<file path="src/credit_link_pkg.sv">
package credit_link_pkg;

  // --------------------------------------------------
  // Link sizes
  // --------------------------------------------------

  // Number of receive lanes behind the sender.
  localparam int NUM_LANES = 4;

  // Buffer slots per lane. This is also the credit a lane grants at reset.
  localparam int LANE_DEPTH = 4;

  // Payload width of every word on the link.
  localparam int DATA_W = 16;

  // A credit count must hold every value from 0 up to LANE_DEPTH.
  localparam int CNT_W = $clog2(LANE_DEPTH + 1);

  // Width of a lane number.
  localparam int LANE_W = $clog2(NUM_LANES);

  // Width of a read or write pointer into one lane buffer.
  localparam int PTR_W = $clog2(LANE_DEPTH);

  // --------------------------------------------------
  // Types
  // --------------------------------------------------

  typedef logic [LANE_W-1:0] lane_t;
  typedef logic [DATA_W-1:0] data_t;
  typedef logic [CNT_W-1:0] cnt_t;
  typedef logic [PTR_W-1:0] ptr_t;

  // Full credit as a count value, used for reset and saturation.
  localparam cnt_t CNT_MAX = cnt_t'(LANE_DEPTH);

endpackage

</file>
<file path="src/credit_sender.sv">
`timescale 1ns/1ps

module credit_sender (
  input  logic                                   clk,
  input  logic                                   rst_n,
  // Input stream with valid/ready handshake.
  input  logic                                   in_valid,
  output logic                                   in_ready,
  input  credit_link_pkg::lane_t                 in_lane,
  input  credit_link_pkg::data_t                 in_data,
  // Credit/valid link toward the lanes.
  input  logic [credit_link_pkg::NUM_LANES-1:0]  lane_credit,
  output logic [credit_link_pkg::NUM_LANES-1:0]  lane_valid,
  output credit_link_pkg::data_t                 lane_data
);

  import credit_link_pkg::*;

  // Credits held for each lane.
  cnt_t [NUM_LANES-1:0] lane_cnt;

  logic                 accept;
  logic [NUM_LANES-1:0] lane_sel;

  // --------------------------------------------------
  // Input acceptance
  // --------------------------------------------------

  // A word may only enter when the sender holds a credit for its lane.
  // The counts are zero after reset, so in_ready starts low.
  assign in_ready = (lane_cnt[in_lane] != '0);
  assign accept   = in_valid && in_ready;

  // One-hot form of the addressed lane.
  assign lane_sel = NUM_LANES'(1) << in_lane;

  // --------------------------------------------------
  // Per-lane credit counts
  // --------------------------------------------------

  // A credit pulse and a push on the same lane can meet in one cycle.
  // They cancel out and the count stays as it was.
  always_ff @(posedge clk or negedge rst_n) begin
    if (!rst_n) begin
      lane_cnt <= '0;
    end else begin
      for (int i = 0; i < NUM_LANES; i++) begin
        lane_cnt[i] <= lane_cnt[i]
                       + cnt_t'(lane_credit[i])
                       - cnt_t'(accept && lane_sel[i]);
      end
    end
  end

  // --------------------------------------------------
  // Push register
  // --------------------------------------------------

  // The accepted word goes out one cycle later with a one-hot valid.
  always_ff @(posedge clk or negedge rst_n) begin
    if (!rst_n) begin
      lane_valid <= '0;
    end else begin
      lane_valid <= accept ? lane_sel : '0;
    end
  end

  // Payload is shared by all lanes and only the valid bit selects one.
  always_ff @(posedge clk) begin
    if (accept) begin
      lane_data <= in_data;
    end
  end

endmodule

</file>
<file path="config.mk">
export PLATFORM = sky130hd
export DESIGN_NAME = credit_sender
export DESIGN_NICKNAME = d
export VERILOG_FILES = /design/src/credit_link_pkg.sv /design/src/credit_sender.sv
export SDC_FILE = /design/constraint.sdc
export NUM_CORES = 1
export LEC_CHECK = 0
export ABC_AREA = 1
export BUFFER_PORTS_ARGS = -buffer_cell sky130_fd_sc_hd__buf_2
export CORE_UTILIZATION = 55
export CTS_BUF_LIST = sky130_fd_sc_hd__clkbuf_8
export CTS_CLUSTER_DIAMETER = 60
export CTS_CLUSTER_SIZE = 10
export DETAILED_ROUTE_END_ITERATION = 16
export PLACE_DENSITY = 0.95
export SLEW_MARGIN = 20
export SYNTH_ARGS = -nofsm -noshare
export SYNTH_HDL_FRONTEND = slang
export SYNTH_SLANG_ARGS = --single-unit
</file>
<file path="constraint.sdc">
create_clock -name clk -period 3.4 [get_ports clk]
set_input_delay 0.85 -clock clk [delete_from_list [all_inputs] [get_ports clk]]
set_output_delay 0.85 -clock clk [all_outputs]
set_load 0.02 [all_outputs]
</file>
* Word-level counts from Yosys, hierarchy flattened *
Index checks and enable logic that the tools add are counted.

cells by class
  add/sub/neg operators = 8
  magnitude comparators = 1
  shift-type cells = 1
  mux-type cells = 3
  reduce and logical (&&, ||, !) cells = 6

operators by type and width
  cell                 count
  $add 3x1->3          4
  $sub 3x1->3          4
  $bmux 3 s2           1
  $logic_and 1x1->1    5
  $mux 4               1
  $shl 1x2->4 const A  1
  $lt 2x3->1 const B   1
  $mux 3               1
  $reduce_bool 3->1    1

storage, ports and cells
  flip-flop bits (word level) = 32
  input bits = 25
  output and inout port bits = 21
  logic and storage cells = 25

* Longest topological paths before layout *
Gate-level depths: netlist (run 1).

  depth in word-level cells = 6
  mapped depth = 12
  depth with buffers taken out = 12

* Least setup slack after synthesis (run 1) *
Ideal clock, no wire load.

  path kind = in2reg
  start point = in in_lane[1]
  end point = reg lane_cnt[5] in the netlist's numbering
  setup time = 0.129 ns
  arrival time = 2.415 ns
  required time = 3.271 ns
  path slack = 0.856 ns
  stages = 12
  buffers on the path = 0
  cell sequence = nand2_1 inv_1 nand2_1 nand2_2 nor2_4 nor3_2 ha_1 inv_1 ha_1 fa_1 xnor2_1 xor2_1

between the ends
  word-level cells in the longest chain between the ends = 6
  elaborated cells on any way between the ends = 7
  those cells by class = 1 x add/sub; 1 x shift; 2 x mux; 3 x reduce/logical

RTL lines
  element                         line                 RTL
  start: declaration              credit_sender.sv:9   input credit_link_pkg::lane_t in_lane,
  $bmux 3 s2                      credit_sender.sv:31  assign in_ready = (lane_cnt[in_lane] != '0);
  $mux 3 (not written as such)    credit_sender.sv:31
  $reduce_bool 3->1               credit_sender.sv:31
  $logic_and 1x1->1               credit_sender.sv:32  assign accept = in_valid && in_ready;
  $logic_and 1x1->1 *             credit_sender.sv:50  - cnt_t'(accept && lane_sel[i]);
  $sub 3x1->3 *                   credit_sender.sv:50
  end signal: indexed assignment  credit_sender.sv:48  lane_cnt[i] <= lane_cnt[i]
  end: declaration                credit_sender.sv:20  cnt_t [NUM_LANES-1:0] lane_cnt;

Mark *: on every way between the ends. The rest lies on a longest branch, timed or not. The select of a mux whose other input is x is not followed.
A chain may end at the register's enable or synchronous reset.

* Final worst setup path (run 1) *
Ends and elaborated chain as after synthesis.

==> results of run 1 <==
[worst max-delay path, stage by stage]
cell	delay (ps)
buf_2	120
nand2_1	100
inv_1	50
nand2_1	80
nand2_2	70
nor2_4	170
nor3_2	70
ha_1	290
inv_1	40
ha_1	180
fa_1	380
xnor2_1	190
xor2_1	160
[layout by cell type, fill, tap and decap left out]
master / netlist / layout
nor3_2: 4 / 4
fa_1: 4 / 4
nor2_4: 1 / 1
clkbuf_8: 0 / 5
nand2_2: 2 / 2
buf_4: 0 / 1
buf_2: 0 / 45
nand2_1: 9 / 9
xnor2_1: 7 / 7
edfxtp_1: 16 / 16
dfrtp_1: 16 / 16
xor2_1: 1 / 1
bufinv_16: 0 / 1
inv_1: 24 / 25
nor2_1: 8 / 8
ha_1: 8 / 8
clkinv_2: 0 / 1
[layer usage]
metal | routed length, µm | up-vias
li1 | - | 410
met1 | 891 | 382
met2 | 1130 | 48
met3 | 248 | 8
met4 | 55 | 0
met5 | 0 | -
[stage by stage]
stage | total power, mW | setup slack [ps] | util [%] | hold WS [ps] | cells
global route | 1.42 | 715 | 76.5 | 493 | 182
floorplan | 0.875 | 856 | - | 463 | 100
global placement | 0.944 | 692 | 71.7 | 481 | 174
detailed placement | 0.989 | 532 | 71.7 | 489 | 174
CTS | 1.35 | 836 | 76.5 | 474 | 182
finish | 1.33 | 846 | 76.5 | 467 | 182
[registers in the layout (all words and copies together) (netlist names)]
signal / cells
lane_data: 16
lane_cnt: 12
lane_valid: 4
[synth_stat cells (all sizes together)]
master	count
dfrtp	16
edfxtp	16
xor2	1
nor2	9
ha	8
xnor2	7
nand2	11
fa	4
inv	24
nor3	4
[power by group]
group / internal [mW] / switching, mW / leakage, nW
clock: 0.214 / 0.134 / 0.0593
combinational: 0.179 / 0.218 / 0.460
sequential: 0.519 / 0.0628 / 0.346
[kinds of logic (layout without fill, tap and decap cells)]
| family | count (synthesis) | after routing | share of synthesized area, % |
|---|---|---|---|
| XOR/XNOR | 8 | 8 | 5.20 |
| buffers and inverters | 24 | 78 | 6.68 |
| AND/OR/NAND/NOR | 24 | 24 | 9.46 |
| flip-flops | 32 | 32 | 65.3 |
| adder cells (fa/ha/maj) | 12 | 12 | 13.4 |
[layout make-up]
| class | instances | area (µm²) | share of cell area, % |
|---|---|---|---|
| Timing Repair Buffer | 46 | 233 | 13.5 |
| Inverter | 24 | 90.1 | 5.22 |
| Clock buffer | 5 | 68.8 | 3.99 |
| Multi-Input combinational cell | 44 | 378 | 21.9 |
| Tap cell | 28 | 35.0 | 2.03 |
| Clock inverter | 3 | 38.8 | 2.25 |
| Sequential cell | 32 | 881 | 51.1 |
[worst max path at each step]
stage	to	slack, ps	startpoint	cells past startpoint
floorplan	lane_cnt[5]	860	in_lane[1]	12
global placement	lane_cnt[5]	690	in_lane[1]	13
detailed placement	lane_cnt[5]	530	in_lane[1]	13
CTS	lane_cnt[5]	840	in_lane[1]	13
global route	lane_cnt[5]	710	in_lane[1]	13
finish	lane_cnt[5]	850	in_lane[1]	13
==> flow_metrics.env, run 1 <==
export IMPL_yosysWarnings=0
export IMPL_avgSynthCellArea_um2=13.5
export IMPL_synth_top_cell_area_share_pct=35.6
export IMPL_wirelength_um=2330
export IMPL_critical_path_class="input port to flip-flop"
export IMPL_ctsResizeCount=0
export IMPL_netlist_instances=100
export IMPL_grt_use_total_pct=20.6
export IMPL_vias=848
export IMPL_numCtsBuffers=5
export IMPL_first_iter_violations=3
export IMPL_core_um2=2250
export IMPL_syn2layout_area_growth_pct=27.8
export IMPL_fin_skew_ps=5.69
export IMPL_rows=17
export IMPL_maxCapViolations=0
export IMPL_wl_per_cell_um=12.8
export IMPL_grt_pass1_vias=898
export IMPL_n_antenna_cell=0
export IMPL_yosys_top_cells_area="edfxtp_1, dfrtp_1, ha_1"
export IMPL_slew_violations=0
export IMPL_netlist_area_um2=1350
export IMPL_clockBufferDepth=2
export IMPL_cp_start_kind="input port"
export IMPL_setup_tns_ps=0
export IMPL_fin_crit_sh_pct=75.1
export IMPL_cts_hold_fix_buffers=0
export IMPL_antenna_found_initial=0
export IMPL_fmax_ghz=0.392
export IMPL_use_met2_pct=37.4
export IMPL_grt_overflow_total=0
export IMPL_worstReg2RegStart="lane_cnt[4]"
export IMPL_synth_seq_cells=32
export IMPL_drc=0
export IMPL_ios=46
export IMPL_timing_rr_end="lane_cnt[5]"
export IMPL_place_area_um2=1620
export IMPL_arrival_ps=2760
export IMPL_critPathRequiredTime_ps=3610
export IMPL_met3_usage_pct=8.19
export IMPL_gp_congestion=0.725
export IMPL_final_setup_viol_count=0
export IMPL_port_buffers=45
export IMPL_drive_gt1_share_pct=39.0
export IMPL_peakVddDrop_mv=0.568
export IMPL_ys_seq_area_share_pct=65.3
export IMPL_path_clk_slew_ps=70
export IMPL_clk_latency_ps=280
export IMPL_n_fill_cell=143
export IMPL_via_per_inst=4.66
export IMPL_reg2reg_slack_ps=1080
export IMPL_grt_first_pass_wirelength_um=3650
export IMPL_finalWorstPathRequiredPeriod_ps=2550
export IMPL_die_area_um2=2650
export IMPL_gr_usage_met1_pct=18.6
export IMPL_path_max_fanout=6
export IMPL_start_util_pct=59.8
export IMPL_clockRootBuffer="clkbuf_8"
export IMPL_yosysUniqueCellTypes=12
export IMPL_nNetsFinal=190
export IMPL_tightest_slew_ps=360
export IMPL_p_leak_nw=0.865
export IMPL_h_tree_depth=2
export IMPL_cts_tree="yes"
export IMPL_grt_start_max_net_pins=17
export IMPL_maxSlewHeadroom_pct=76.0
export IMPL_status="finished clean"
export IMPL_hold_path_class="input port to async pin"
export IMPL_clkSinkCount=32
export IMPL_end_kind="flip-flop"
export IMPL_top_usage_layer="met2"
export IMPL_yosysTopAreaCell="edfxtp_1"
export IMPL_post_cts_buffers=0
export IMPL_antenna_left=0
export IMPL_hpwl_um=1810
export IMPL_final_hold_viol_count=0
export IMPL_rsz0062_at_grt="no"
export IMPL_syn_nets=137
export IMPL_first_pass_iters=4
export IMPL_final_area_um2=1720
export IMPL_fp_dieH_um=51.5
export IMPL_die_x_um=51.5
export IMPL_rr_worst_depth=12
export IMPL_p_per_area_nw_per_um2=770
Power figures use the tool's default switching activity.
==> inputs of run 2 (changes only) <==
CORE_UTILIZATION = 46   (was 55)
PLACE_DENSITY = 0.88   (was 0.95)
clock period = 2.14 ns   (was 3.4 ns; I/O delays follow)
==> run 2 against run 1 <==
  * The flow now finishes with violations (setup timing)
  * Count of clock-buffer cells in the layout stayed put
  * Non-clock buffer count increased by 12
  * Sequential share of layout area decreased by 4.7 points
  * Sequential power grew 53%
  * Design area up 10%
  * Clock power up 56%
==> flow_metrics.env, run 2 (synthesis results as in run 1) <==
export IMPL_arrival_ps=2410
export IMPL_antenna_found_initial=0
export IMPL_hpwl_um=1750
export IMPL_slew_violations=0
export IMPL_path_cells="buf_4 > inv_1 > nor2_2 > nand2_1 > nand2_2 > nor2_4 > buf_4 > nor3_4 > ha_4 > inv_2 > ha_2 > inv_1 > fa_2 > inv_1"
export IMPL_regMostFlops="lane_data"
export IMPL_rr_worst_depth=13
export IMPL_max_stage_delay_ps=510
export IMPL_drive_gt1_share_pct=50.0
export IMPL_seq_area_um2=881
export IMPL_largest_reg_flops=16
export IMPL_wl_per_cell_um=12.1
export IMPL_port_buffers=45
export IMPL_via_per_inst=4.60
export IMPL_rows=19
export IMPL_cpMostUsedCell="inv_1"
export IMPL_syn2layout_area_growth_pct=40.6
export IMPL_dp_slack_ps=-306
export IMPL_drc=0
export IMPL_clockRootBuffer="clkbuf_8"
export IMPL_final_cell_mix="buf_2, inv_1, dfrtp_1, edfxtp_1, buf_4"
export IMPL_power_share_clock_pct=23.7
export IMPL_grt_start_max_net_pins=17
export IMPL_finalWorstPathRequiredPeriod_ps=2240
export IMPL_maxSlewHeadroom_pct=74.9
export IMPL_p_leak_nw=0.938
export IMPL_clk_latency_ps=270
export IMPL_numCtsBuffers=5
export IMPL_fp_dieH_um=56.2
export IMPL_use_met2_pct=29.3
export IMPL_cp_start_kind="input port"
export IMPL_path_max_fanout=5
export IMPL_end_kind="flip-flop"
export IMPL_worstReg2RegStart="lane_cnt[9]"
export IMPL_maxCapViolations=0
export IMPL_final_area_um2=1900
export IMPL_timing_rr_end="lane_cnt[2]"
export IMPL_met3_usage_pct=7.67
export IMPL_final_setup_viol_count=7
export IMPL_grt_first_pass_wirelength_um=3930
export IMPL_die_x_um=56.2
export IMPL_die_area_um2=3150
export IMPL_vias=906
export IMPL_tightest_slew_ps=376
export IMPL_clkSinkCount=32
export IMPL_fin_skew_ps=2.78
export IMPL_n_fill_cell=192
export IMPL_core_um2=2760
export IMPL_fin_hold_ws_ps=173
export IMPL_top_usage_layer="met2"
export IMPL_status="complete, but fails checks"
export IMPL_gp_congestion=0.686
export IMPL_critPathRequiredTime_ps=2310
export IMPL_antenna_left=0
export IMPL_wirelength_um=2380
export IMPL_place_area_um2=1670
export IMPL_switching_share_pct=30.6
export IMPL_clockBufferDepth=2
export IMPL_first_iter_violations=4
export IMPL_grt_pass1_vias=937
export IMPL_reg2reg_slack_ps=-50
export IMPL_ios=46
export IMPL_grt_overflow_total=0
export IMPL_path_clk_slew_ps=60
export IMPL_violations="setup timing"
export IMPL_slowest_stage="fa_2"
export IMPL_p_int_mw=1.59
export IMPL_final_common_cell="buf_2"
export IMPL_start_util_pct=48.9
export IMPL_rsz0062_at_grt="yes"
export IMPL_multi_input_comb_area_um2=444
export IMPL_nNetsFinal=202
export IMPL_first_pass_iters=2
export IMPL_p_per_area_nw_per_um2=1210
export IMPL_gr_usage_met1_pct=18.4
export IMPL_critical_path_class="input port to flip-flop"
export IMPL_cpLargestDelayFamily="adder cells"
export IMPL_seqPwrFrac_pct=38.8
export IMPL_combPwrFrac_pct=37.5
export IMPL_fin_crit_sh_pct=105
export IMPL_worst_slack_ps=-99.4
export IMPL_hold_path_class="input port to async pin"
export IMPL_power_switching_mw=0.702
export IMPL_final_hold_viol_count=0
export IMPL_reg_top3="lane_data x16, lane_cnt x12, lane_valid x4"
export IMPL_grt_use_total_pct=16.7
export IMPL_h_tree_depth=2
export IMPL_setup_tns_ps=-268
export IMPL_fmax_ghz=0.447
export IMPL_cts_tree="yes"
export IMPL_n_antenna_cell=0
export IMPL_peakVddDrop_mv=1.02
export IMPL_critPathBufInv=6
-- run 2: how the worst max path moves through the flow --
| stage | startpoint | to | slack (ps) | depth (start not counted) |
|---|---|---|---|---|
| 2_1_floorplan | in_lane[1] | lane_cnt[5] | -70 | 12 |
| 3_3_place_gp | in_lane[1] | lane_cnt[5] | -210 | 13 |
| 3_5_place_dp | in_lane[1] | lane_cnt[5] | -310 | 13 |
| 4_1_cts | lane_cnt[5] | lane_cnt[5] | -30 | 12 |
| 5_1_grt | lane_cnt[7] | lane_cnt[2] | -220 | 13 |
| 6_report | in_lane[0] | lane_cnt[10] | -100 | 14 |
-- run 2: what timing repair did --
action / CTS / global route
hold buffers: 0 / 0
pin swaps: 5 / 7
setup buffers: 4 / 2
endpoints found under the setup margin: 3 / 9
gates resized for setup: 7 / 11
-- run 2: layer usage --
metal | wire, µm | vias up
met3 | 243 | 2
met4 | 21 | 0
met2 | 1250 | 50
li1 | - | 436
met1 | 864 | 418
met5 | 0 | -
-- run 2: power groups by stage --
stage | registers, mW | logic (mW) | clock network [mW]
final | 0.890 | 0.860 | 0.543
after global routing | 0.905 | 0.971 | 0.590
after CTS | 0.888 | 0.807 | 0.560
after global placement | 0.898 | 0.667 | 0
after detailed placement | 0.902 | 0.724 | 0
after floorplan | 0.964 | 0.429 | 0
-- run 2: stage by stage --
stage / util, % / power, mW / std cells
4_1_cts: 66.6 / 2.26 / 195
6_report: 68.8 / 2.29 / 197
3_5_place_dp: 60.5 / 1.63 / 183
5_1_grt: 68.8 / 2.47 / 197
2_1_floorplan: - / 1.39 / 100
3_3_place_gp: 60.5 / 1.56 / 183
-- run 2: area by class of cell --
cell class | instances | area share [%]
Inverter | 24 | 4.75
Clock buffer | 5 | 3.63
Sequential cell | 32 | 46.4
Clock inverter | 3 | 2.04
Tap cell | 31 | 2.04
Multi-Input combinational cell | 44 | 23.4
Timing Repair Buffer | 58 | 17.7
==> inputs of run 3 (changes only) <==
PLACE_DENSITY = 0.85   (was 0.88)
==> run 3 against run 2 <==
  * The run still ends with setup timing left
  * Routed wire length is 5.2% lower
  * Sequential share of layout area is 2.5 points higher
  * Critical path depth is 1 lower
  * Largest cell class unchanged
  * Largest power group unchanged
  * Highest routed layer unchanged
==> flow_metrics.env, run 3 (synthesis results as in run 1) <==
export IMPL_grt_pass1_vias=953
export IMPL_grt_start_max_net_pins=17
export IMPL_wl_per_cell_um=11.6
export IMPL_largest_reg_flops=16
export IMPL_fin_skew_ps=1.74
export IMPL_slowest_stage="fa_1"
export IMPL_port_buffers=45
export IMPL_p_leak_nw=0.902
export IMPL_numCtsBuffers=5
export IMPL_clockBufferDepth=2
export IMPL_grt_first_pass_wirelength_um=3910
export IMPL_cpLargestDelayFamily="adder cells"
export IMPL_rows=19
export IMPL_slew_violations=0
export IMPL_cpMostUsedCell="inv_1"
export IMPL_final_core_util_pct=65.2
export IMPL_cts_hold_fix_buffers=0
export IMPL_tightest_slew_ps=357
export IMPL_via_per_inst=4.64
export IMPL_final_hold_viol_count=0
export IMPL_cts_tree="yes"
export IMPL_clockRootBuffer="clkbuf_8"
export IMPL_drc=0
export IMPL_first_pass_iters=2
export IMPL_status="complete, but fails checks"
export IMPL_clk_latency_ps=270
export IMPL_first_iter_violations=18
export IMPL_gp_congestion=0.785
export IMPL_end_kind="flip-flop"
export IMPL_maxSlewHeadroom_pct=76.2
export IMPL_grt_overflow_total=0
export IMPL_path_max_fanout=4
export IMPL_rsz0062_at_grt="yes"
export IMPL_grt_use_total_pct=17.2
export IMPL_vias=904
export IMPL_setup_tns_ps=-21.4
export IMPL_hold_path_class="input port to async pin"
export IMPL_antenna_left=0
export IMPL_critPathBufInv=4
export IMPL_path_clk_slew_ps=60
export IMPL_finalWorstPathRequiredPeriod_ps=2150
export IMPL_clkSinkCount=32
export IMPL_p_per_area_nw_per_um2=1170
export IMPL_drive_gt1_share_pct=45.1
export IMPL_dp_slack_ps=-315
export IMPL_arrival_ps=2320
export IMPL_die_x_um=56.2
export IMPL_ios=46
export IMPL_regMostFlops="lane_data"
export IMPL_critPathRequiredTime_ps=2310
export IMPL_worst_slack_ps=-9.98
export IMPL_nNetsFinal=200
export IMPL_fin_crit_sh_pct=100
export IMPL_hpwl_um=1790
export IMPL_start_util_pct=48.9
export IMPL_fin_hold_ws_ps=162
export IMPL_final_setup_viol_count=3
export IMPL_max_stage_delay_ps=480
export IMPL_syn2layout_area_growth_pct=33.4
export IMPL_finalPower_mw=2.10
export IMPL_fmax_ghz=0.465
export IMPL_maxCapViolations=0
export IMPL_h_tree_depth=2
export IMPL_antenna_found_initial=0
export IMPL_critical_path_class="flip-flop to flip-flop"
export IMPL_n_antenna_cell=0
export IMPL_path_cells="nor2_1 > nand2_1 > nand2_1 > nand2_2 > nor2_4 > buf_4 > nor3_2 > ha_1 > inv_1 > ha_1 > inv_1 > fa_1 > inv_1"
export IMPL_core_um2=2760
export IMPL_fp_dieH_um=56.2
export IMPL_reg_top3="lane_data x16, lane_cnt x12, lane_valid x4"
export IMPL_cp_start_kind="flip-flop"
export IMPL_die_area_um2=3150
export IMPL_wirelength_um=2260
export IMPL_violations="setup timing"
export IMPL_final_cell_mix="buf_2, inv_1, dfrtp_1, edfxtp_1, buf_4"
export IMPL_peakVddDrop_mv=0.920
export IMPL_final_common_cell="buf_2"
run 3: changes by cell type in the layout (fill, tap and decap cells not counted), sizes merged:
cell | before | now
buf | 58 | 56
bufinv | 1 | 0
clkinv | 1 | 2
run 3: final timing paths:
check                                  from             to  slack (ps)  depth (start not counted)
worst max-delay path            lane_cnt[8]    lane_cnt[7]         -10                         13
worst min-delay path                  rst_n    lane_cnt[9]         160                          1
worst max register to register  lane_cnt[8]    lane_cnt[7]         -10                         13
min in group clk                in_data[11]  lane_data[11]         430                          1
max in group asynchronous             rst_n    lane_cnt[4]        1720                          1
worst min register to register  lane_cnt[4]    lane_cnt[5]         570                          2
run 3: routing by layer:
| metal | wire length [µm] | vias up | track usage (%) |
|---|---|---|---|
| met1 | 849 | 422 | 18.0 |
| li1 | - | 434 | - |
| met5 | 0 | - | 0 |
| met2 | 1150 | 44 | 30.6 |
| met4 | 47 | 0 | 7.32 |
| met3 | 209 | 4 | 6.74 |
run 3: area by class of cell:
class                   instances  area [µm²]
clock buffers                   5        68.8
clock inverters                 3        11.3
fillers                       206         958
inverters                      24        90.1
multi-input cells              44         398
flip-flops and latches         32         881
well taps                      31        38.8
repair buffers                 56         312
run 3: worst reg2reg max path: cells and delay by family, from the launching register on:
kind | cells | cell delay, ps
buffers and inverters | 4 | 280
flip-flops | 1 | 380
adder cells (fa/ha/maj) | 3 | 880
AND/OR/NAND/NOR | 6 | 510
run 3: what timing repair did:
item / 4_1_cts / 5_1_grt
endpoints found under the setup margin: 1 / 8
hold endpoints to repair: 0 / 0
pin swaps: 3 / 5
resized for setup: 4 / 2
buffers inserted: 3 / 1
run 3: power breakdown:
part | total, mW | internal [mW] | switching [mW]
Clock | 0.418 | 0.216 | 0.201
Sequential | 0.887 | 0.825 | 0.0618
Combinational | 0.794 | 0.397 | 0.398
Total | 2.10 | 1.44 | 0.661
run 3: metrics by stage:
stage                     instances  cell area [µm²]
after detailed placement        183             1670
after floorplan                 100             1350
after global routing            195             1800
after CTS                       194             1790
final                           195             1800
after global placement          183             1670
