<file path="src/credit_link_pkg.sv">
package credit_link_pkg;

  // --------------------------------------------------
  // Link sizes
  // --------------------------------------------------

  // Number of receive lanes behind the sender.
  localparam int NUM_LANES = 4;

  // Buffer slots per lane. This is also the credit a lane grants at reset.
  localparam int LANE_DEPTH = 4;

  // Payload width of every word on the link.
  localparam int DATA_W = 16;

  // A credit count must hold every value from 0 up to LANE_DEPTH.
  localparam int CNT_W = $clog2(LANE_DEPTH + 1);

  // Width of a lane number.
  localparam int LANE_W = $clog2(NUM_LANES);

  // Width of a read or write pointer into one lane buffer.
  localparam int PTR_W = $clog2(LANE_DEPTH);

  // --------------------------------------------------
  // Types
  // --------------------------------------------------

  typedef logic [LANE_W-1:0] lane_t;
  typedef logic [DATA_W-1:0] data_t;
  typedef logic [CNT_W-1:0] cnt_t;
  typedef logic [PTR_W-1:0] ptr_t;

  // Full credit as a count value, used for reset and saturation.
  localparam cnt_t CNT_MAX = cnt_t'(LANE_DEPTH);

endpackage

</file>
<file path="src/credit_counter.sv">
`timescale 1ns/1ps

module credit_counter (
  input  logic                clk,
  input  logic                rst_n,
  input  logic                incr,
  input  logic                decr_valid,
  output logic                decr_ready,
  input  credit_link_pkg::cnt_t withhold,
  output credit_link_pkg::cnt_t value,
  output credit_link_pkg::cnt_t available
);

  import credit_link_pkg::*;

  // One extra bit so that the sum with a returned credit cannot wrap.
  logic [CNT_W:0] value_incr;
  logic [CNT_W:0] value_next;
  logic [CNT_W:0] withhold_ext;
  logic           decr_fire;

  // --------------------------------------------------
  // Available credit
  // --------------------------------------------------

  // A credit returned this cycle is counted at once, so it can go
  // straight back out on the decrement side.
  assign value_incr   = {1'b0, value} + {{CNT_W{1'b0}}, incr};
  assign withhold_ext = {1'b0, withhold};

  // Withheld credits are taken off the top.
  // If more is withheld than is held, nothing is available.
  assign available = (value_incr > withhold_ext) ? cnt_t'(value_incr - withhold_ext) : '0;

  // A decrement is only granted while at least one credit is available.
  assign decr_ready = (available != '0);
  assign decr_fire  = decr_valid && decr_ready;

  // --------------------------------------------------
  // Count register
  // --------------------------------------------------

  assign value_next = value_incr - {{CNT_W{1'b0}}, decr_fire};

  // The count starts full, since the buffer is empty after reset.
  // It saturates at full credit in case of a stray return.
  always_ff @(posedge clk or negedge rst_n) begin
    if (!rst_n) begin
      value <= CNT_MAX;
    end else if (value_next > {1'b0, CNT_MAX}) begin
      value <= CNT_MAX;
    end else begin
      value <= cnt_t'(value_next);
    end
  end

endmodule

</file>
<file path="src/credit_receiver.sv">
`timescale 1ns/1ps

module credit_receiver (
  input  logic                   clk,
  input  logic                   rst_n,
  // Push side, facing the sender over the link.
  input  logic                   push_credit_stall,
  output logic                   push_credit,
  input  logic                   push_valid,
  input  credit_link_pkg::data_t push_data,
  // Pop side, wired straight to the lane buffer.
  input  logic                   pop_credit,
  output logic                   pop_valid,
  output credit_link_pkg::data_t pop_data,
  // Credit control and status.
  input  credit_link_pkg::cnt_t  credit_withhold,
  output credit_link_pkg::cnt_t  credit_count,
  output credit_link_pkg::cnt_t  credit_available
);

  logic credit_decr_valid;
  logic credit_decr_ready;
  logic push_credit_next;

  // --------------------------------------------------
  // Credit accounting
  // --------------------------------------------------

  // Every word popped from the buffer frees one slot and so returns
  // one credit to the counter.
  credit_counter counter_i (
    .clk        (clk),
    .rst_n      (rst_n),
    .incr       (pop_credit),
    .decr_valid (credit_decr_valid),
    .decr_ready (credit_decr_ready),
    .withhold   (credit_withhold),
    .value      (credit_count),
    .available  (credit_available)
  );

  // We try to issue a credit every cycle unless the sender side is stalled.
  assign credit_decr_valid = !push_credit_stall;
  assign push_credit_next  = credit_decr_valid && credit_decr_ready;

  // The credit pulse is registered once, which models one cycle of link delay.
  always_ff @(posedge clk or negedge rst_n) begin
    if (!rst_n) begin
      push_credit <= 1'b0;
    end else begin
      push_credit <= push_credit_next;
    end
  end

  // No storage on the data path. The buffer behind us holds the words.
  assign pop_valid = push_valid;
  assign pop_data  = push_data;

endmodule

</file>
<file path="src/credit_rx_lane.sv">
`timescale 1ns/1ps

module credit_rx_lane (
  input  logic                   clk,
  input  logic                   rst_n,
  input  logic                   lane_valid,
  input  credit_link_pkg::data_t lane_data,
  output logic                   lane_credit,
  input  credit_link_pkg::cnt_t  credit_withhold,
  input  logic                   credit_stall,
  input  logic                   pop,
  output logic                   head_valid,
  output credit_link_pkg::data_t head_data
);

  import credit_link_pkg::*;

  // Buffer storage and state.
  data_t mem [LANE_DEPTH];
  ptr_t  wr_ptr;
  ptr_t  rd_ptr;
  cnt_t  occupancy;

  // Write side, as seen after the credit receiver.
  logic  wr_en;
  data_t wr_data;

  // --------------------------------------------------
  // Credit receiver
  // --------------------------------------------------

  // The pop also acts as the credit return, so a freed slot is offered
  // to the sender again right away.
  credit_receiver receiver_i (
    .clk               (clk),
    .rst_n             (rst_n),
    .push_credit_stall (credit_stall),
    .push_credit       (lane_credit),
    .push_valid        (lane_valid),
    .push_data         (lane_data),
    .pop_credit        (pop),
    .pop_valid         (wr_en),
    .pop_data          (wr_data),
    .credit_withhold   (credit_withhold),
    .credit_count      (),
    .credit_available  ()
  );

  // --------------------------------------------------
  // Circular buffer
  // --------------------------------------------------

  // Every write was covered by a credit, so there is always a free slot.
  always_ff @(posedge clk) begin
    if (wr_en) begin
      mem[wr_ptr] <= wr_data;
    end
  end

  always_ff @(posedge clk or negedge rst_n) begin
    if (!rst_n) begin
      wr_ptr    <= '0;
      rd_ptr    <= '0;
      occupancy <= '0;
    end else begin
      if (wr_en) begin
        wr_ptr <= (wr_ptr == ptr_t'(LANE_DEPTH - 1)) ? '0 : wr_ptr + 1'b1;
      end
      if (pop) begin
        rd_ptr <= (rd_ptr == ptr_t'(LANE_DEPTH - 1)) ? '0 : rd_ptr + 1'b1;
      end
      // A write and a pop in the same cycle leave the fill level unchanged.
      case ({wr_en, pop})
        2'b10:   occupancy <= occupancy + 1'b1;
        2'b01:   occupancy <= occupancy - 1'b1;
        default: occupancy <= occupancy;
      endcase
    end
  end

  // The head word is visible as soon as it sits in the buffer.
  assign head_valid = (occupancy != '0);
  assign head_data  = mem[rd_ptr];

endmodule

</file>
<file path="config.mk">
export PLATFORM = sky130hd
export DESIGN_NAME = credit_rx_lane
export DESIGN_NICKNAME = d
export VERILOG_FILES = /design/src/credit_link_pkg.sv /design/src/credit_counter.sv /design/src/credit_receiver.sv /design/src/credit_rx_lane.sv
export SDC_FILE = /design/constraint.sdc
export NUM_CORES = 1
export LEC_CHECK = 0
export ABC_AREA = 1
export BUFFER_PORTS_ARGS = -buffer_cell sky130_fd_sc_hd__buf_4
export CAP_MARGIN = 20
export CORE_UTILIZATION = 61
export CTS_CLUSTER_DIAMETER = 200
export DETAILED_ROUTE_END_ITERATION = 12
export GPL_TIMING_DRIVEN = 0
export HOLD_SLACK_MARGIN = 0.06
export PLACE_DENSITY = 0.82
export SYNTH_ARGS = -nofsm -noshare
export SYNTH_HDL_FRONTEND = slang
export SYNTH_SLANG_ARGS = --single-unit
</file>
<file path="constraint.sdc">
create_clock -name clk -period 3.7 [get_ports clk]
set_clock_uncertainty 0.05 [all_clocks]
set_input_delay 0.74 -clock clk [delete_from_list [all_inputs] [get_ports clk]]
set_output_delay 0.74 -clock clk [all_outputs]
set_load 0.005 [all_outputs]
</file>
After elaboration in Yosys (flattened, before gate mapping)

Memories as Yosys holds them, arrays and structs flattened.
Index checks and enable logic that the tools add are counted.

Memories: 1
Register bits: 11
Logic and storage cells: 31
Input bits: 24
RAM bits: 64

Mux-type cells: 7
Add/subtract/negate cells: 7
Magnitude comparators: 2
Equality and inequality tests: 4
Reduce and logical (&&, ||, !) cells: 5

Memory list:

| name | words | width | rd ports | clocked after Yosys merged registers in | wr ports | RTL line             | RTL |
|---|---|---|---|---|---|---|---|
| mem  | 4     | 16    | 1        | 0                                       | 1        | credit_rx_lane.sv:19 | `data_t mem [LANE_DEPTH];` |

Operator list:

| operator                                                                        | count |
|---|---|
| 2-bit equality test, second input constant                                      | 3 |
| 3-bit two-way mux                                                               | 2 |
| 3-bit case mux with 2 select lines                                              | 1 |
| 3-bit nonzero test                                                              | 2 |
| 2-bit by 1-bit adder with 2-bit output, second input constant                   | 2 |
| 3-bit by 1-bit adder with 4-bit output                                          | 1 |
| 4-bit by 3-bit greater-than comparator with 1-bit output                        | 1 |
| 4-bit by 3-bit greater-than comparator with 1-bit output, second input constant | 1 |
| 2-bit two-way mux                                                               | 2 |
| 4-bit by 1-bit subtractor with 4-bit output                                     | 1 |
| 3-bit by 1-bit adder with 3-bit output, second input constant                   | 1 |
| 3-bit by 1-bit subtractor with 3-bit output, second input constant              | 1 |
| 3-bit subtractor                                                                | 1 |
| 2-bit by 1-bit equality test with 1-bit output, second input constant           | 1 |
| 1-bit two-way mux                                                               | 2 |
| 2-bit nonzero test                                                              | 1 |
| 1-bit logical AND                                                               | 1 |
| 1-bit zero test                                                                 | 1 |

Depth between registers and ports, before layout

Gate-level depths: netlist (run 1).

Depth after elaboration: 8
Gate-level depth with buffers: 17
Gate-level depth less buffers: 17

Modules after synthesis

From an unflattened synthesis (run 1), not the netlist that was laid out.

Cell total of the unflattened synthesis: 307
Area total of the unflattened synthesis: 3508.4 sq um

Modules (own cells, without submodules):

| module          | area each (sq um) | instances | seq. area each (sq um) | cells each |
|---|---|---|---|---|
| credit_rx_lane  | 2990.4            | 1         | 2097.0                 | 239 |
| credit_counter  | 351.6             | 1         | 76.3                   | 47 |
| credit_receiver | 166.4             | 1         | 25.0                   | 21 |

Least setup slack after synthesis (run 1)

OpenSTA, ideal clock, no wires.

Kind: in2reg
Start point: in pop
End point: reg receiver_i.counter_i.value[0]
Stages: 13
Setup slack: 0.877 ns
Data required time: 3.564 ns
Arrival: 2.687 ns
Path buffers: 0
Cell sequence: ha_1 -> inv_1 -> ha_1 -> fa_1 -> xnor2_1 -> nor2_1 -> nor3_1 -> ha_1 -> ha_1 -> inv_1 -> nand3_1 -> nand2_2 -> nor3_1

Longest elaborated chain between the ends: 8
Elaborated cells between the ends (all ways): 9
Classes of those cells: add/sub: 3; order compare: 2; mux: 2; reduce/logical: 2

Ends and longest elaborated chain:

| item                                                                                         | RTL line             | RTL |
|---|---|---|
| start, declared                                                                              | credit_rx_lane.sv:11 | `input logic pop,` |
| 3-bit by 1-bit adder with 4-bit output *                                                     | credit_counter.sv:28 | `assign value_incr = {1'b0, value} + {{CNT_W{1'b0}}, incr};` |
| 4-bit by 3-bit greater-than comparator with 1-bit output or 3-bit subtractor (tied branches) | credit_counter.sv:33 | `assign available = (value_incr > withhold_ext) ? cnt_t'(value_incr - withhold_ext) : '0;` |
| 3-bit two-way mux *                                                                          | credit_counter.sv:33 |  |
| 3-bit nonzero test *                                                                         | credit_counter.sv:36 | `assign decr_ready = (available != '0);` |
| 1-bit logical AND *                                                                          | credit_counter.sv:37 | `assign decr_fire = decr_valid && decr_ready;` |
| named net receiver_i.counter_i.decr_fire                                                     | credit_counter.sv:20 | `logic decr_fire;` |
| 4-bit by 1-bit subtractor with 4-bit output *                                                | credit_counter.sv:43 | `assign value_next = value_incr - {{CNT_W{1'b0}}, decr_fire};` |
| 4-bit by 3-bit greater-than comparator with 1-bit output                                     | credit_counter.sv:50 | `end else if (value_next > {1'b0, CNT_MAX}) begin` |
| 3-bit two-way mux *                                                                          | credit_counter.sv:50 |  |
| end signal, assigned                                                                         | credit_counter.sv:53 | `value <= cnt_t'(value_next);` |
| end, declared                                                                                | credit_counter.sv:10 | `output credit_link_pkg::cnt_t value,` |

Mark *: on every way through the listed nets, which the timed path passes. The rest lies on a longest branch.
A chain may end at the register's enable or synchronous reset.

Worst setup path after layout (run 1)

Same ends and word-level chain as after synthesis.

==> flow_summary.toml, run 1 <==
[pwr]
total_power_mw = 2.67
powerDensity_nw_per_um2 = 723
leakagePower_nw = 1.49
ir_drop_mv = 0.446

[floorplanning]
die_x_microns = 73.8
fp-row-count = 25
die_area_sq_um = 5450
fp.dieH_microns = 73.8
coreArea_sq_um = 4850
ios = 42
initial_core_util = 0.649

[clock_network]
root_buffer = "clkbuf_8"
numCtsBuffers = 9
cts_tree = "yes"
htreeDepth = 3
cts_repair_resize_count = 0
clock-sinks = 75
clkTransAtPathRegs_ps = 80
clk_latency_ps = 350
post-cts-setup-buffers = 0
cts_buffer_depth = 2
ctsHoldBuffers = 0

[critical_path]
slowest_delay_ps = 400
crit_start = "pop"
cpMostUsedCell = "ha_1"
end_kind = "register"
crit_buf_inv = 3
required_ps = 3900
rr_startpoint = "receiver_i.counter_i.value[0]$_DFF_PN0_"
worst-path-stages = 14
worstPathMaxFanout = 7
cp_slowest_cell = "fa_1"
worstSetupPathType = "input port to register"
ff2ff_path_depth = 13
r2r_end = "receiver_i.counter_i.value[0]$_DFF_PN0_"
crit_path_end = "receiver_i.counter_i.value[0]$_DFF_PN0_"
reg2reg_slack_ps = 920
path_cells = "buf_4 -> ha_1 -> inv_1 -> ha_1 -> fa_1 -> xnor2_1 -> nor2_1 -> nor3_1 -> ha_1 -> ha_1 -> inv_1 -> nand3_1 -> nand2_2 -> nor3_1"
cp-start-kind = "input port"
cp.arrival_ps = 3130
path_delay_family = "adder cells"

[route]
first_pass_iters = 5
drt_iter0_markers = 181
ant_nets = 0
vias = 2062
drt-vias-per-instance = 5.50
drcViolationCount = 0
wirelength_microns = 5880
post_drt_wl_per_cell_microns = 15.7

[global_route]
use_met3 = 0.0521
grt_pass1_vias = 1990
grt_use_met2 = 0.383
grt_max_degree = 17
antenna_found_initial = 0
grt_usage = 0.241
grt_overflow = 0
grtUsageMet1 = 0.310
busiest_layer = "met2"
grt_pass1_wl_microns = 9200

[min_path]
hp-class = "input port to async pin"

[synth]
synthTopCellsByArea = "edfxtp_1 (61%), dfrtp_1 (8.0%), ha_1 (5.2%)"
syn_avg_cell_area_sq_um = 12.5
netlist.area_leader.share = 0.611
synth_nets = 291
yosys.area.top_type = "edfxtp_1"
syn_inst = 252
seq_area_frac_synth = 0.699
yosys_warnings = 0
synth_area_sq_um = 3150
ys_ff_latch = 75
ys_types = 21

[timing]
rsz0062_at_grt = "no"
hold_viol = 0
max_slew_margin = 0.501
fmax_ghz = 0.341
finalWorstSetupSlack_ps = 770
hold_slack_ps = 159
tightest_slew_ps = 747
slew_viol_final = 0
finalCritPeriodShare = 0.792
final.min_clock_period_ps = 2930
setup-tns-final_ps = 0
setup-violations-final = 0

[placement]
dp.final_hpwl_microns = 3790
routabilityCongestion = 0.789
dp_cells = 359
io_buffers = 40
dp_slack_ps = 424
place_area_sq_um = 3530

[layout]
final_util = 0.763
fin_area_sq_um = 3700
area_delta_synth_final_pct = 17.6
n_antenna_cell = 0
final_cells = 375
nFillCells = 310
finalNetCount = 342
drive_above_1_share = 0.218

[flow_run]
maxCapViolations = 0

[outcome]
status = "completed"
flip-flops by register name, indices dropped and copies added, names as in the netlist:
name,count
mem,64
receiver_i.counter_i.value,3
occupancy,3
rd_ptr,2
wr_ptr,2
receiver_i.push_credit,1
cell families after synthesis:
logic type               count (synthesis)  share of synthesized area
flip-flops                              75                      0.699
adder cells (fa/ha/maj)                 15                     0.0644
AND/OR/NAND/NOR                         67                     0.0851
XOR/XNOR                                 3                    0.00835
AO/OA/AOI/OAI                           58                     0.0994
buffers and inverters                   34                     0.0438
placed cells by master, fill, tap and decap left out, drive strengths merged, types with 2 or more instances in the layout:
cell      netlist  final
a21oi           3      3
buf             8     48
clkbuf          1     11
clkinv          0      4
clkinvlp        0      2
dfrtp          10     10
edfxtp         64     64
fa              2      2
ha             13     13
inv            25     25
nand2          22     22
nand3           6      6
nor2           36     36
nor3            3      3
o21ai          38     38
o22ai          16     16
xnor2           2      2
layer usage:
metal	wire length [microns]	vias to the layer above
li1	-	988
met1	2490	988
met2	2900	77
met3	426	9
met4	75	0
met5	0	-
synthesized netlist by cell type, drive strengths merged:
cell type,instances
ha,13
inv,25
o22ai,16
dfrtp,10
nand2,22
edfxtp,64
clkbuf,1
buf,8
o21ai,38
xnor2,2
nand3,6
dfstp,1
xor2,1
a21oi,3
nor2,36
fa,2
nor3,3
o21bai,1
where the power goes:
part	leakage (nW)	switching [mW]	internal, mW
Combinational	0.686	0.546	0.402
Clock	0.0822	0.300	0.243
Sequential	0.722	0.0774	1.11
layout make-up:
| type | count | area (sq um) | share of cell area |
|---|---|---|---|
| sequential | 75 | 2200 | 0.594 |
| clock buffer | 10 | 128 | 0.0345 |
| clock inverter | 6 | 42.5 | 0.0115 |
| buffer | 9 | 43.8 | 0.0118 |
| tap | 67 | 83.8 | 0.0227 |
| timing repair buffer | 40 | 300 | 0.0812 |
| multi-input combinational | 143 | 810 | 0.219 |
| inverter | 25 | 93.8 | 0.0254 |
worst min path at each step:
| stage | from | to | slack (ps) | cells past startpoint |
|---|---|---|---|---|
| final | rst_n | receiver_i.push_credit$_DFF_PN0_ | 160 | 1 |
| after global placement | occupancy[0]$_DFFE_PN0P_ | occupancy[0]$_DFFE_PN0P_ | 410 | 1 |
| after CTS | rst_n | rd_ptr[0]$_DFFE_PN0P_ | 150 | 1 |
| after global routing | rst_n | receiver_i.push_credit$_DFF_PN0_ | 160 | 1 |
| after floorplan | rst_n | occupancy[0]$_DFFE_PN0P_ | 390 | 0 |
| after detailed placement | occupancy[0]$_DFFE_PN0P_ | occupancy[0]$_DFFE_PN0P_ | 410 | 1 |
Note: power is estimated with default switching activity, not from simulation.
==> run 2, diff against run 1 <==
Settings changed: CORE_UTILIZATION 61 to 57, PLACE_DENSITY 0.82 to 0.77.
Clock period 3.7 ns to 2.8 ns, I/O delays scaled along.
==> run 2 against run 1 <==
Effect of this change: first-iteration DRC count shrank 31%; count of clock-buffer cells in the layout is the same; clock power grew 23%; non-clock buffer count grew 3; hold slack gained 210 ps; core utilization shrank 4.8 points; final cell count grew 1.1%; critical path depth shrank 1; register-to-register slack lost 740 ps; total power grew 31%; critical path type is now register to register; largest cell class unchanged; highest routed layer unchanged.
==> flow_summary.toml, run 2 (synthesized netlist as in run 1, its figures left out) <==
[route]
drcViolationCount = 0
ant_nets = 0
vias = 2033
wirelength_microns = 5950
drt_iter0_markers = 125
drt-vias-per-instance = 5.36
post_drt_wl_per_cell_microns = 15.7
first_pass_iters = 4

[layout]
finalNetCount = 345
reg_top3 = "mem (64), occupancy (3), receiver_i.counter_i.value (3)"
drive_above_1_share = 0.223
regMostFlops = "mem"
final_common_cell = "edfxtp_1"
final_util = 0.715
fin_area_sq_um = 3720
n_antenna_cell = 0
area_delta_synth_final_pct = 18.4
largest_reg_flops = 64
mostFrequentLayoutCells = "edfxtp_1 (64), buf_4 (42), nor2_1 (36), inv_1 (24), o21ai_0 (24)"

[pwr]
ir_drop_mv = 0.555
total_power_mw = 3.51
leakagePower_nw = 1.50
powerDensity_nw_per_um2 = 944

[critical_path]
cp-start-kind = "register"
path_delay_family = "adder cells"
cpMostUsedCell = "ha_1"
crit_buf_inv = 2
end_kind = "register"
slowest_delay_ps = 380
cp_slowest_cell = "dfrtp_1"
worstPathMaxFanout = 3
ff2ff_path_depth = 13
worst-path-stages = 13
cp.arrival_ps = 2820
worstSetupPathType = "register to register"
required_ps = 3000
path_cells = "ha_1 -> inv_1 -> ha_1 -> fa_2 -> xnor2_2 -> nor2_1 -> nor3_2 -> ha_2 -> ha_1 -> inv_1 -> nand3_1 -> nand2_2 -> nor3_1"

[clock_network]
clk_latency_ps = 340
numCtsBuffers = 9
cts_tree = "yes"
htreeDepth = 3
root_buffer = "clkbuf_8"
cts_buffer_depth = 2
clock-sinks = 75
clkTransAtPathRegs_ps = 70

[floorplanning]
die_area_sq_um = 5820
ios = 42
fp-row-count = 26
initial_core_util = 0.604
coreArea_sq_um = 5200
die_x_microns = 76.3
fp.dieH_microns = 76.3

[global_route]
antenna_found_initial = 0
grt_overflow = 0
grt_max_degree = 17
grt_pass1_vias = 2032
grt_usage = 0.225
grt_pass1_wl_microns = 9720

[placement]
place_area_sq_um = 3530
dp_slack_ps = -277
routabilityCongestion = 0.758
io_buffers = 40
dp.final_hpwl_microns = 3830

[outcome]
status = "completed"

[timing]
final.min_clock_period_ps = 2620
finalCritPeriodShare = 0.935
hold_viol = 0
setup-violations-final = 0
hold_slack_ps = 365
fmax_ghz = 0.382
max_slew_margin = 0.511
slew_viol_final = 0
finalWorstSetupSlack_ps = 181
tightest_slew_ps = 733

[min_path]
hp-class = "input port to register"
whs_path_depth = 1

[flow_run]
maxCapViolations = 0
[run 2: metrics by stage]
step | cells | TNS (ps)
after global routing | 379 | -1.29
final | 379 | 0
after detailed placement | 362 | -779
after floorplan | 252 | 0
after global placement | 362 | -602
after CTS | 377 | 0
[run 2: cell type report]
type / count / area, sq um
sequential: 75 / 2200
buffer: 9 / 43.8
fill: 377 / 1480
multi-input combinational: 143 / 827
clock inverter: 4 / 20.0
inverter: 25 / 93.8
clock buffer: 10 / 128
tap: 70 / 87.6
timing repair buffer: 43 / 325
[run 2: what timing repair did]
| action | 4_1_cts | 5_1_grt |
|---|---|---|
| setup endpoints to repair | 0 | 3 |
| setup buffers | 0 | 2 |
| hold endpoints to repair | 10 | 0 |
| hold buffers | 1 | 0 |
| resized for setup | 0 | 4 |
[run 2: layer usage]
metal | wire length, microns | global-route usage | share of wire | up-vias
li1 | - | - | - | 997
met1 | 2670 | 0.285 | 0.45 | 968
met2 | 2910 | 0.360 | 0.49 | 57
met3 | 263 | 0.0515 | 0.044 | 11
met4 | 109 | 0.119 | 0.018 | 0
met5 | 0 | 0 | 0 | -
[run 2: power by group]
part,leakage (nW),switching (mW),internal [mW],total [mW]
combinational,0.705,0.727,0.556,1.28
sequential,0.722,0.0997,1.46,1.56
clock,0.0731,0.365,0.304,0.669
total,1.50,1.19,2.32,3.51
[run 2: path summary, 6_finish.rpt]
path / from / to / slack, ps
max: receiver_i.counter_i.value[0]$_DFF_PN0_ / receiver_i.counter_i.value[0]$_DFF_PN0_ / 180
min: lane_data[7] / mem[0][7]$_DFFE_PP_ / 370
max reg2reg: receiver_i.counter_i.value[0]$_DFF_PN0_ / receiver_i.counter_i.value[0]$_DFF_PN0_ / 180
min reg2reg: occupancy[1]$_DFFE_PN0P_ / occupancy[1]$_DFFE_PN0P_ / 440
max in group asynchronous: rst_n / receiver_i.counter_i.value[2]$_DFF_PN1_ / 1890
min in group asynchronous: rst_n / wr_ptr[0]$_DFFE_PN0P_ / 580
==> run 3, diff against run 2 <==
Settings changed: CORE_UTILIZATION 57 to 58, PLACE_DENSITY 0.77 to 0.78, SYNTH_HIERARCHICAL from default to 1.
==> run 3 against run 2 <==
Effect of this change: via count grew 6.7%; worst setup slack lost 130 ps; synthesized cell count grew 20%; area after synthesis grew 11%; sequential share of layout area shrank 4.6 points; die area grew 8.9%; core utilization is essentially flat; highest routed layer unchanged; final cell count grew 11%.
==> flow_summary.toml, run 3 <==
[outcome]
status = "completed"

[clock_network]
clkTransAtPathRegs_ps = 80
clk_latency_ps = 360
root_buffer = "clkbuf_8"
numCtsBuffers = 9
clock-sinks = 75
cts_tree = "yes"
cts_buffer_depth = 2
htreeDepth = 3

[timing]
final.min_clock_period_ps = 2750
finalWorstSetupSlack_ps = 54.9
slew_viol_final = 0
fmax_ghz = 0.364
setup-violations-final = 0
max_slew_margin = 0.485
finalCritPeriodShare = 0.980
tightest_slew_ps = 771
hold_viol = 0

[route]
drcViolationCount = 0
ant_nets = 0
first_pass_iters = 4
post_drt_wl_per_cell_microns = 15.6
drt_iter0_markers = 182
wirelength_microns = 6540
drt-vias-per-instance = 5.18
vias = 2169

[placement]
io_buffers = 24
routabilityCongestion = 0.708
dp_slack_ps = -368
dp.final_hpwl_microns = 4090
dp_cells = 399

[synth]
yosys_warnings = 6
synth_area_sq_um = 3490
syn_avg_cell_area_sq_um = 11.5
syn_inst = 303
synth_nets = 342

[floorplanning]
fp.dieH_microns = 79.6
die_x_microns = 79.6
coreArea_sq_um = 5640
fp-row-count = 27
die_area_sq_um = 6340
ios = 42
initial_core_util = 0.619

[global_route]
grt_max_degree = 17
antenna_found_initial = 0
use_met3 = 0.0491
grt_use_met2 = 0.375
busiest_layer = "met2"
grt_pass1_vias = 2109
grt_pass1_wl_microns = 10300
grt_overflow = 0
grt_usage = 0.227
grtUsageMet1 = 0.287

[critical_path]
r2r_end = "receiver_i/counter_i/value[0]$_DFF_PN0_"
worstSetupPathType = "register to register"
crit_buf_inv = 3
worst-path-stages = 15
cp-start-kind = "register"
reg2reg_slack_ps = 50
cp.arrival_ps = 2940
cp_slowest_cell = "fa_2"
worstPathMaxFanout = 4
rr_startpoint = "receiver_i/counter_i/value[0]$_DFF_PN0_"
end_kind = "register"
crit_start = "receiver_i/counter_i/value[0]$_DFF_PN0_"
path_cells = "ha_2 -> ha_4 -> inv_4 -> fa_2 -> buf_4 -> xnor2_1 -> nand2_2 -> a21oi_2 -> ha_2 -> ha_4 -> inv_2 -> nand3_2 -> nand4_1 -> nand3_2 -> nor2_1"
crit_path_end = "receiver_i/counter_i/value[0]$_DFF_PN0_"
ff2ff_path_depth = 15
slowest_delay_ps = 390
path_delay_family = "adder cells"
required_ps = 3000

[pwr]
leakagePower_nw = 1.79
powerDensity_nw_per_um2 = 966
ir_drop_mv = 0.595

[layout]
largest_reg_flops = 64
regMostFlops = "mem"
mostFrequentLayoutCells = "nand2_1 (67), edfxtp_1 (64), inv_1 (55), buf_4 (46), o211ai_1 (32)"
n_antenna_cell = 0
final_cells = 419
drive_above_1_share = 0.256
reg_top3 = "mem (64), occupancy (3), receiver_i/counter_i/value (3)"
final_common_cell = "nand2_1"
area_delta_synth_final_pct = 15.5
finalNetCount = 381

[min_path]
hp-class = "input port to register"

[flow_run]
maxCapViolations = 0
-- run 3: layout make-up --
type                       count  area (sq um)
fill                         388          1610
sequential                    75          2200
clock inverter                 7          56.3
multi-input combinational    141           906
tap                           72          90.1
inverter                      59           224
buffer                        28           225
timing repair buffer          28           213
clock buffer                   9           124
-- run 3: through the flow --
step	utilization	TNS [ps]	hold WS, ps	power, mW	cell area (sq um)
after floorplan	-	0	214	2.48	3500
after CTS	0.704	0	303	3.83	3970
after global routing	0.715	-174	309	4.15	4040
after detailed placement	0.668	-997	353	3.04	3770
final	0.715	0	308	3.90	4040
after global placement	0.668	-821	348	2.97	3770
-- run 3: power breakdown --
| part | internal, mW | total (mW) | switching, mW |
|---|---|---|---|
| logic | 0.676 | 1.55 | 0.877 |
| clock network | 0.335 | 0.776 | 0.440 |
| registers | 1.48 | 1.57 | 0.0920 |
| total | 2.49 | 3.90 | 1.41 |
-- run 3: how the worst min path moves through the flow --
stage / start / to / slack (ps) / cells after the start
after detailed placement: rst_n / occupancy[0]$_DFFE_PN0P_ / 350 / 1
after CTS: credit_stall / receiver_i/push_credit$_DFF_PN0_ / 300 / 2
after floorplan: rst_n / occupancy[0]$_DFFE_PN0P_ / 210 / 0
final: credit_stall / receiver_i/push_credit$_DFF_PN0_ / 310 / 2
after global routing: credit_stall / receiver_i/push_credit$_DFF_PN0_ / 310 / 2
after global placement: rst_n / occupancy[2]$_DFFE_PN0P_ / 350 / 1
-- run 3: layer usage --
metal,vias to the layer above,part of all wire
met2,73,0.51
met1,1018,0.42
met5,-,0
li1,1067,-
met4,0,0.022
met3,11,0.052
-- run 3: what timing repair did --
| item | CTS | global route |
|---|---|---|
| setup buffers | 0 | 3 |
| hold endpoints to repair | 10 | 0 |
| setup endpoints to repair | 2 | 3 |
| pin swaps | 1 | 5 |
| gates resized for setup | 3 | 10 |
| hold buffers | 1 | 0 |
